==> src/matx_config.svh <==
`ifndef MATX_CONFIG_SVH
`define MATX_CONFIG_SVH

// Frame geometry
`define MATX_DIM        4
`define MATX_HEX_CHARS  64
`define MATX_RESULT_W   18

// Printed result layout
`define MATX_ROW_CHARS  32
`define MATX_OUT_CHARS  128

// Start-of-frame marker in the byte stream
`define MATX_TAG_TEXT   "MATX_TAG"
`define MATX_TAG_LEN    8

`endif
==> src/matx_pkg.sv <==
`include "matx_config.svh"

package matx_pkg;

  // One byte on a single-cycle strobe
  typedef struct packed {
    logic       valid;
    logic [7:0] data;
  } stream_byte_t;

  typedef logic [7:0] element_t;

  // Row-major, element r*DIM+c sits at index r*DIM+c
  typedef element_t [`MATX_DIM*`MATX_DIM-1:0] matrix_t;

  typedef logic [`MATX_RESULT_W-1:0] result_t;

  typedef result_t [`MATX_DIM*`MATX_DIM-1:0] result_matrix_t;

  typedef enum logic [1:0] {
    S_SCAN,
    S_LOAD,
    S_MULT,
    S_EMIT
  } ctrl_state_e;

endpackage

==> src/matx_top.sv <==
`timescale 1ns/1ps

module matx_top
  import matx_pkg::*;
(
  input  logic         clk,
  input  logic         reset_n,
  input  stream_byte_t byte_in,
  output stream_byte_t char_out,
  output logic         busy
);

  logic           scan_en;
  logic           load_en;
  logic           mac_start;
  logic           print_start;
  logic           tag_found;
  logic           load_done;
  logic           mac_done;
  logic           print_done;
  matrix_t        a_mat;
  matrix_t        b_mat;
  result_matrix_t result;

  matx_ctrl u_ctrl (
    .clk         (clk),
    .reset_n     (reset_n),
    .tag_found   (tag_found),
    .load_done   (load_done),
    .mac_done    (mac_done),
    .print_done  (print_done),
    .scan_en     (scan_en),
    .load_en     (load_en),
    .mac_start   (mac_start),
    .print_start (print_start),
    .busy        (busy)
  );

  tag_scanner u_tag_scanner (
    .clk       (clk),
    .reset_n   (reset_n),
    .scan_en   (scan_en),
    .byte_in   (byte_in),
    .tag_found (tag_found)
  );

  hex_loader u_hex_loader (
    .clk       (clk),
    .reset_n   (reset_n),
    .load_en   (load_en),
    .byte_in   (byte_in),
    .load_done (load_done),
    .a_mat     (a_mat),
    .b_mat     (b_mat)
  );

  matrix_mac u_matrix_mac (
    .clk       (clk),
    .reset_n   (reset_n),
    .mac_start (mac_start),
    .a_mat     (a_mat),
    .b_mat     (b_mat),
    .mac_done  (mac_done),
    .result    (result)
  );

  result_printer u_result_printer (
    .clk         (clk),
    .reset_n     (reset_n),
    .print_start (print_start),
    .result      (result),
    .char_out    (char_out),
    .print_done  (print_done)
  );

endmodule

==> src/result_printer.sv <==
`timescale 1ns/1ps
`include "matx_config.svh"

module result_printer
  import matx_pkg::*;
(
  input  logic           clk,
  input  logic           reset_n,
  input  logic           print_start,
  input  result_matrix_t result,
  output stream_byte_t   char_out,
  output logic           print_done
);

  logic       active;
  logic       last_char;
  logic [6:0] char_idx;
  logic [1:0] row;
  logic [4:0] pos;
  logic [4:0] offs;
  logic [1:0] col;
  logic [2:0] dig;
  result_t    value;
  logic [3:0] nib;
  logic [7:0] ch;

  assign row = char_idx[6:5];
  assign pos = char_idx[4:0];

  // Values start at position 2 and repeat every 7 positions
  assign offs  = pos - 5'd2;
  assign col   = 2'(offs / 5'd7);
  assign dig   = 3'(offs % 5'd7);
  assign value = result[{row, col}];

  always_comb begin
    case (dig)
      3'd1:    nib = value[15:12];
      3'd2:    nib = value[11:8];
      3'd3:    nib = value[7:4];
      default: nib = value[3:0];
    endcase
  end

  // --------------------------------------------------
  // Row template: "[ v, v, v, v ]" CR LF
  always_comb begin
    case (pos)
      5'd0:                             ch = "[";
      5'd1, 5'd8, 5'd15, 5'd22, 5'd28:  ch = " ";
      5'd7, 5'd14, 5'd21:               ch = ",";
      5'd29:                            ch = "]";
      5'(`MATX_ROW_CHARS-2):            ch = 8'h0D;
      5'(`MATX_ROW_CHARS-1):            ch = 8'h0A;
      default: begin
        // Leading digit carries only the top two bits
        if (dig == 3'd0)
          ch = 8'h30 + {6'b0, value[17:16]};
        else if (nib > 4'd9)
          ch = 8'h37 + {4'b0, nib};
        else
          ch = 8'h30 + {4'b0, nib};
      end
    endcase
  end

  // --------------------------------------------------
  // Character sequencing
  assign last_char = (char_idx == 7'(`MATX_OUT_CHARS-1));

  always_ff @(posedge clk) begin
    if (!reset_n) begin
      active   <= 1'b0;
      char_idx <= 7'd0;
    end else if (print_start) begin
      active   <= 1'b1;
      char_idx <= 7'd0;
    end else if (active) begin
      char_idx <= char_idx + 7'd1;
      if (last_char) active <= 1'b0;
    end
  end

  assign char_out.valid = active;
  assign char_out.data  = ch;
  assign print_done     = active && last_char;

  // One unbroken burst per start, then silence
  a_burst: assert property (@(posedge clk) disable iff (!reset_n)
    print_start |=> char_out.valid [*`MATX_OUT_CHARS] ##1 !char_out.valid);

endmodule

==> src/matrix_mac.sv <==
`timescale 1ns/1ps
`include "matx_config.svh"

module matrix_mac
  import matx_pkg::*;
(
  input  logic           clk,
  input  logic           reset_n,
  input  logic           mac_start,
  input  matrix_t        a_mat,
  input  matrix_t        b_mat,
  output logic           mac_done,
  output result_matrix_t result
);

  logic        active;
  logic        do_step;
  logic [3:0]  step;
  logic [1:0]  term;
  logic [1:0]  row;
  logic [15:0] prod [`MATX_DIM];

  assign do_step = mac_start | active;
  assign term    = step[3:2];
  assign row     = step[1:0];

  // Step 0 runs in the start cycle, step 15 raises done
  always_ff @(posedge clk) begin
    if (!reset_n) begin
      active   <= 1'b0;
      step     <= 4'd0;
      mac_done <= 1'b0;
    end else begin
      mac_done <= do_step && (step == 4'hf);
      if (do_step) begin
        step   <= step + 4'd1;
        active <= (step != 4'hf);
      end
    end
  end

  // A[row][term] times one row of B
  always_comb begin
    for (int j = 0; j < `MATX_DIM; j++) begin
      prod[j] = a_mat[{row, term}] * b_mat[{term, 2'(j)}];
    end
  end

  always_ff @(posedge clk) begin
    if (do_step) begin
      for (int j = 0; j < `MATX_DIM; j++) begin
        if (term == 2'd0)
          result[{row, 2'(j)}] <= {2'b00, prod[j]};
        else
          result[{row, 2'(j)}] <= result[{row, 2'(j)}] + {2'b00, prod[j]};
      end
    end
  end

endmodule

==> src/hex_loader.sv <==
`timescale 1ns/1ps
`include "matx_config.svh"

module hex_loader
  import matx_pkg::*;
(
  input  logic         clk,
  input  logic         reset_n,
  input  logic         load_en,
  input  stream_byte_t byte_in,
  output logic         load_done,
  output matrix_t      a_mat,
  output matrix_t      b_mat
);

  logic [5:0] char_cnt;
  logic       full;
  logic       is_line_end;
  logic       last_char;
  logic       accept;
  logic [3:0] nibble;
  logic [3:0] high_nib;

  assign is_line_end = (byte_in.data == 8'h0D) || (byte_in.data == 8'h0A);
  assign last_char   = (char_cnt == 6'(`MATX_HEX_CHARS-1));
  assign accept      = load_en && byte_in.valid && !is_line_end && !full;

  // Letters have bit 6 set, so 'A' is 1 + 9
  assign nibble = byte_in.data[6] ? byte_in.data[3:0] + 4'd9 : byte_in.data[3:0];

  // --------------------------------------------------
  // Character count
  always_ff @(posedge clk) begin
    if (!reset_n) begin
      char_cnt  <= 6'd0;
      full      <= 1'b0;
      load_done <= 1'b0;
    end else begin
      load_done <= accept && last_char;
      if (!load_en) begin
        char_cnt <= 6'd0;
        full     <= 1'b0;
      end else if (accept) begin
        char_cnt <= char_cnt + 6'd1;
        if (last_char) full <= 1'b1;
      end
    end
  end

  // --------------------------------------------------
  // Even characters hold the high nibble, odd ones complete an element
  always_ff @(posedge clk) begin
    if (accept) begin
      if (!char_cnt[0])
        high_nib <= nibble;
      else if (!char_cnt[5])
        a_mat[char_cnt[4:1]] <= {high_nib, nibble};
      else
        b_mat[char_cnt[4:1]] <= {high_nib, nibble};
    end
  end

  // Matrices stay frozen once the frame is complete
  a_frozen_when_full: assert property (@(posedge clk) disable iff (!reset_n)
    full |=> $stable(a_mat) && $stable(b_mat));

endmodule

==> src/tag_scanner.sv <==
`timescale 1ns/1ps
`include "matx_config.svh"

module tag_scanner
  import matx_pkg::*;
(
  input  logic         clk,
  input  logic         reset_n,
  input  logic         scan_en,
  input  stream_byte_t byte_in,
  output logic         tag_found
);

  localparam logic [8*`MATX_TAG_LEN-1:0] TAG_TEXT = `MATX_TAG_TEXT;

  logic [2:0] match_idx;
  logic [7:0] expect_char;
  logic [7:0] first_char;

  // First letter of the text is in the top byte
  assign expect_char = TAG_TEXT[8*(`MATX_TAG_LEN-1-match_idx) +: 8];
  assign first_char  = TAG_TEXT[8*(`MATX_TAG_LEN-1) +: 8];

  always_ff @(posedge clk) begin
    if (!reset_n) begin
      match_idx <= 3'd0;
      tag_found <= 1'b0;
    end else begin
      tag_found <= 1'b0;
      if (!scan_en) begin
        match_idx <= 3'd0;
      end else if (byte_in.valid) begin
        if (byte_in.data == expect_char) begin
          if (match_idx == 3'(`MATX_TAG_LEN-1)) begin
            tag_found <= 1'b1;
            match_idx <= 3'd0;
          end else begin
            match_idx <= match_idx + 3'd1;
          end
        end else if (byte_in.data == first_char) begin
          // A broken match may already be the start of the next one
          match_idx <= 3'd1;
        end else begin
          match_idx <= 3'd0;
        end
      end
    end
  end

endmodule

==> src/matx_ctrl.sv <==
`timescale 1ns/1ps

module matx_ctrl
  import matx_pkg::*;
(
  input  logic clk,
  input  logic reset_n,
  input  logic tag_found,
  input  logic load_done,
  input  logic mac_done,
  input  logic print_done,
  output logic scan_en,
  output logic load_en,
  output logic mac_start,
  output logic print_start,
  output logic busy
);

  ctrl_state_e state;
  ctrl_state_e state_next;

  // --------------------------------------------------
  // Frame sequencing
  always_comb begin
    state_next = state;
    case (state)
      S_SCAN:
        if (tag_found) state_next = S_LOAD;
      S_LOAD:
        if (load_done) state_next = S_MULT;
      S_MULT:
        if (mac_done) state_next = S_EMIT;
      S_EMIT:
        if (print_done) state_next = S_SCAN;
      default:
        state_next = S_SCAN;
    endcase
  end

  // Start pulses line up with the first cycle of their state
  always_ff @(posedge clk) begin
    if (!reset_n) begin
      state       <= S_SCAN;
      mac_start   <= 1'b0;
      print_start <= 1'b0;
    end else begin
      state       <= state_next;
      mac_start   <= (state == S_LOAD) && (state_next == S_MULT);
      print_start <= (state == S_MULT) && (state_next == S_EMIT);
    end
  end

  assign scan_en = (state == S_SCAN);
  assign load_en = (state == S_LOAD);
  assign busy    = (state == S_MULT) || (state == S_EMIT);

  a_start_exclusive: assert property (@(posedge clk) disable iff (!reset_n)
    !(mac_start && print_start));

  // The multiplier answers in a fixed number of cycles
  a_mac_latency: assert property (@(posedge clk) disable iff (!reset_n)
    mac_start |-> ##16 mac_done);

endmodule

==> config.mk <==
export PLATFORM = sky130hd
export DESIGN_NAME = matx_top
export DESIGN_NICKNAME = d
export VERILOG_FILES = /design/src/matx_pkg.sv /design/src/matx_top.sv /design/src/result_printer.sv /design/src/matrix_mac.sv /design/src/hex_loader.sv /design/src/tag_scanner.sv /design/src/matx_ctrl.sv
export VERILOG_INCLUDE_DIRS = /design/src
export SDC_FILE = /design/constraint.sdc
export NUM_CORES = 2
export LEC_CHECK = 0
export BUFFER_PORTS_ARGS = -buffer_cell sky130_fd_sc_hd__buf_2
export CAP_MARGIN = 20
export CORE_ASPECT_RATIO = 1.25
export CORE_MARGIN = 10
export CORE_UTILIZATION = 69
export DETAILED_ROUTE_END_ITERATION = 7
export PLACE_DENSITY = 0.9
export SYNTH_ARGS = -nofsm -noshare
export SYNTH_HDL_FRONTEND = slang
export SYNTH_HIERARCHICAL = 1
export SYNTH_SLANG_ARGS = --single-unit
==> constraint.sdc <==
create_clock -name clk -period 17.45 [get_ports clk]
set_clock_uncertainty 0.05 [all_clocks]
set_input_delay 2.6175 -clock clk [delete_from_list [all_inputs] [get_ports clk]]
set_output_delay 2.6175 -clock clk [all_outputs]
set_load 0.03 [all_outputs]
==> metrics <==
IO buf count=19; Max clock buf depth=3; hold path startpoint=u_hex_loader/load_done; core box area=~58,000 sq um; crit-path max cell delay=~0.70 ns; area grow syn2layout=6.07%; I/O pin count=21; Final period util=between 60% and 70%; Seq cells post-synth=~580; DP Cell Count=between 4k and 5k; die area=68,500 sq um; placer congestion estimate=between 1 and 1.5; Clock Pin Slew Worst Setup and Hold Paths=0.07 ns; layout cells sized above 1=12.0%; leading area contributor after synthesis=edfxtp_1; Psw=roughly 0.56 mW; R2R Setup Slk=approximately 7.6 ns; Register Area=~17,000 sq um; Hold EP=u_ctrl/mac_start; Simple-Gate Fraction of Synth Area=between 10% and 20%; Worst-Skew Late Latency=between 0.6 and 0.7 ns; most frequent cells in the layout=edfxtp_1, nor2_1, nand2_1; Setup Buffers After CTS=0; Max Clock Freq=~0.087 GHz; number of global-route vias before repair=roughly 31k; WL/cell=roughly 28 microns; min Tclk post-route=around 11 ns; hold path cells=1; WS Path Type=register to output port; largest net degree at the start of global routing=a little under 100; Initial Util=70.0%; Max Cap Violations=0; worst-path fanout max=between 50 and 60; via count=approximately 31k; Post-route DRC=2; Worst setup EP type=output port; most used routing layer in global routing=met2; mapped cell area=between 40,000 and 50,000 sq um; # clock sinks=between 500 and 600; Setup TNS=0 ns; M3 GR Usage=8.55%; RR Startpoint=u_matrix_mac/step[2]; Final Max Tran Viols=0; Layout Utilization=about three quarters; VDD IR max=0.110 mV; Fill cells=3,524; Leak=between 15 and 20 nW; Synth Area in Compound Gates=between 10% and 20%; Synth async-reset ratio=0%; CTS tree=yes; grt ovf=0; startpoint types=register; Iter 0 DRT Violations=4,265; Net Sw Frac=20.0%; violated checks=design-rule violations; P_int=2.24 mW; total power=2.80 mW; die height=slightly below 300 microns; Primary FF master, synth=edfxtp_1; HPWL Detailed=roughly 81 mm; Synth Area in Adders=between 10% and 20%; antenna viol nets, final=0; Gate Count Post-Synth=approximately 3.7k; met1 Use GR=40.4%; register area share after synthesis=a little over two fifths; DR pass1 iterations=8; worst slew pin tran=about 1.3 ns; Routed Wire Length=between 100 and 150 mm; Comb pwr share=less than 1%; Mean Syn Cell Area=about 11 sq um; fin cells=roughly 4.4k; Mapped Nets=about 4k; Crit path top cell by count=ha_1; mux cell area share after synthesis=roughly 10%; XOR/XNOR share of the synthesized area=under 10%; R2R cell count=27; Final Setup Violations=0; TritonCTS Buffers=55; reg-to-reg critical path endpoint=u_matrix_mac/result[106]; power per cell area=approximately 65 nW/um^2; post-CTS resize count=0; Hold-fix buffers, CTS=0; number of core rows=slightly below 100; die width=approximately 240 microns; RSZ-0062 raised after global routing=no; clock share of power=45.5%; initial antenna violation count=4; first-pass GRT wire length=roughly 180 mm; max_slew headroom=14.7%; Seq pwr share=53.7%; outcome=finished, violations left; GRT met2 Usage=56.0%; Via density=between 7 and 8; top cells by area, synth=edfxtp_1, fa_1, ha_1; number of synthesized flops with an enable pin=~550; area of the multi-input gates=21,300 sq um; Synth top area share=approximately 41%; Hold Crit Class=register to register; Crit path arrival time=between 8 and 9 ns; commonest non-fill, non-tap cell in the layout=edfxtp_1; synth unique cells=about 120; largest family of logic cells by synthesized area=simple AND/OR/NAND/NOR gates; root buf cell=clkbuf_16; nets=approximately 4.0k; YS warnings=6; final hold vios=0; Total GRT Usage=roughly a third; H-tree lvl count=2; Critical Path RT=roughly 15 ns; Slowest-stage cell, CP=dfxtp_1
## layer usage
metal  vias to the layer above  routed length [microns]
li1                      13159                        -
met1                     14980                    39300
met2                      2591                    57400
met3                       662                    15300
met4                         6                    10300
met5                         -                       35
## registers in the layout (all words and copies together) (netlist names), 2 cells and up
| register | flops |
|---|---|
| u_hex_loader/a_mat | 128 |
| u_result_printer/char_idx | 7 |
| u_matrix_mac/result | 288 |
| u_ctrl/state | 2 |
| u_hex_loader/b_mat | 128 |
| u_hex_loader/char_cnt | 6 |
| u_matrix_mac/step | 4 |
| u_tag_scanner/match_idx | 3 |
| u_hex_loader/high_nib | 4 |
## worst max path at each step
stage | end | cells past startpoint | startpoint
4_1_cts | char_out[0] | 29 | u_result_printer/char_idx[1]
3_5_place_dp | char_out[0] | 29 | u_result_printer/char_idx[1]
2_1_floorplan | char_out[1] | 31 | u_result_printer/char_idx[1]
3_3_place_gp | char_out[0] | 29 | u_result_printer/char_idx[1]
5_1_grt | char_out[0] | 28 | u_result_printer/char_idx[1]
6_report | char_out[0] | 29 | u_result_printer/char_idx[1]
## final cells by class
cell class | instances | share of cell area, %
repair buffers | 69 | 1.27
clock buffers | 67 | 3.43
flip-flops and latches | 578 | 40.0
inverters | 253 | 2.22
well taps | 750 | 2.20
multi-input cells | 2639 | 49.9
diodes | 1 | 0.00586
clock inverters | 34 | 0.981
## worst max-delay path, delay by kind of cell, from the launching register on
kind,cells,cell delay (ns)
AOI/OAI and AO/OA,7,1.51
muxes,3,0.99
and+or+nand+nor,8,1.87
xor gates and xnor gates,2,0.53
adders and majority gates,4,1.04
DFF,1,0.70
buffers and inverters,5,1.41
## logic make-up (layout without fill, tap and decap cells)
| kind of cell | Yosys count | count (layout) |
|---|---|---|
| xor+xnor | 103 | 103 |
| fa+ha+maj | 381 | 381 |
| other cells | 1 | 2 |
| flops | 578 | 578 |
| buf+inv | 461 | 423 |
| mux | 274 | 274 |
| simple gates | 1275 | 1275 |
| compound gates | 605 | 605 |
## power by group through the flow
stage                     Combinational (mW)  Clock (mW)  Sequential (mW)
after floorplan                      0.00894           0             1.53
after global placement                0.0202           0             1.53
after detailed placement              0.0212           0             1.53
after CTS                             0.0218        1.27             1.50
after global routing                  0.0233        1.32             1.50
final                                 0.0221        1.27             1.50
## synthesized netlist by cell type, types with 10 or more instances
| master | number |
|---|---|
| a31oi_1 | 21 |
| o21a_1 | 12 |
| o22ai_1 | 12 |
| buf_6 | 12 |
| nand4_1 | 30 |
| buf_4 | 13 |
| and3_1 | 26 |
| a41oi_1 | 10 |
| or3_1 | 29 |
| a21o_1 | 45 |
| o21ai_0 | 95 |
| o21bai_1 | 21 |
| edfxtp_1 | 548 |
| a32oi_1 | 13 |
| inv_1 | 252 |
| nor2b_1 | 30 |
| a311oi_1 | 10 |
| nand4b_1 | 14 |
| fa_1 | 148 |
| or2_2 | 43 |
| o31ai_1 | 10 |
| o21ai_1 | 43 |
| and2_1 | 69 |
| mux2i_1 | 117 |
| o221ai_1 | 16 |
| nor2_1 | 469 |
| nor3b_1 | 11 |
| nand2b_1 | 25 |
| clkbuf_1 | 101 |
| dfxtp_1 | 30 |
| a211oi_1 | 28 |
| xnor2_1 | 66 |
| ha_1 | 233 |
| o211ai_1 | 25 |
| mux4_2 | 109 |
| mux2_2 | 47 |
| buf_1 | 19 |
| xor2_1 | 34 |
| nand3_1 | 161 |
| nand2_1 | 265 |
| a21oi_1 | 144 |
| buf_2 | 58 |
| nor3_1 | 44 |
## stage by stage
stage / setup WS, ns / area (sq um) / hold slack [ns]
after floorplan: 9.00 / 40300 / 0.381
after global placement: 7.22 / 40700 / 0.427
after detailed placement: 7.04 / 40700 / 0.438
after CTS: 6.31 / 42600 / 0.455
after global routing: 5.64 / 42700 / 0.503
final: 6.01 / 42700 / 0.498
No activity file was read; power rests on OpenSTA's default activity.
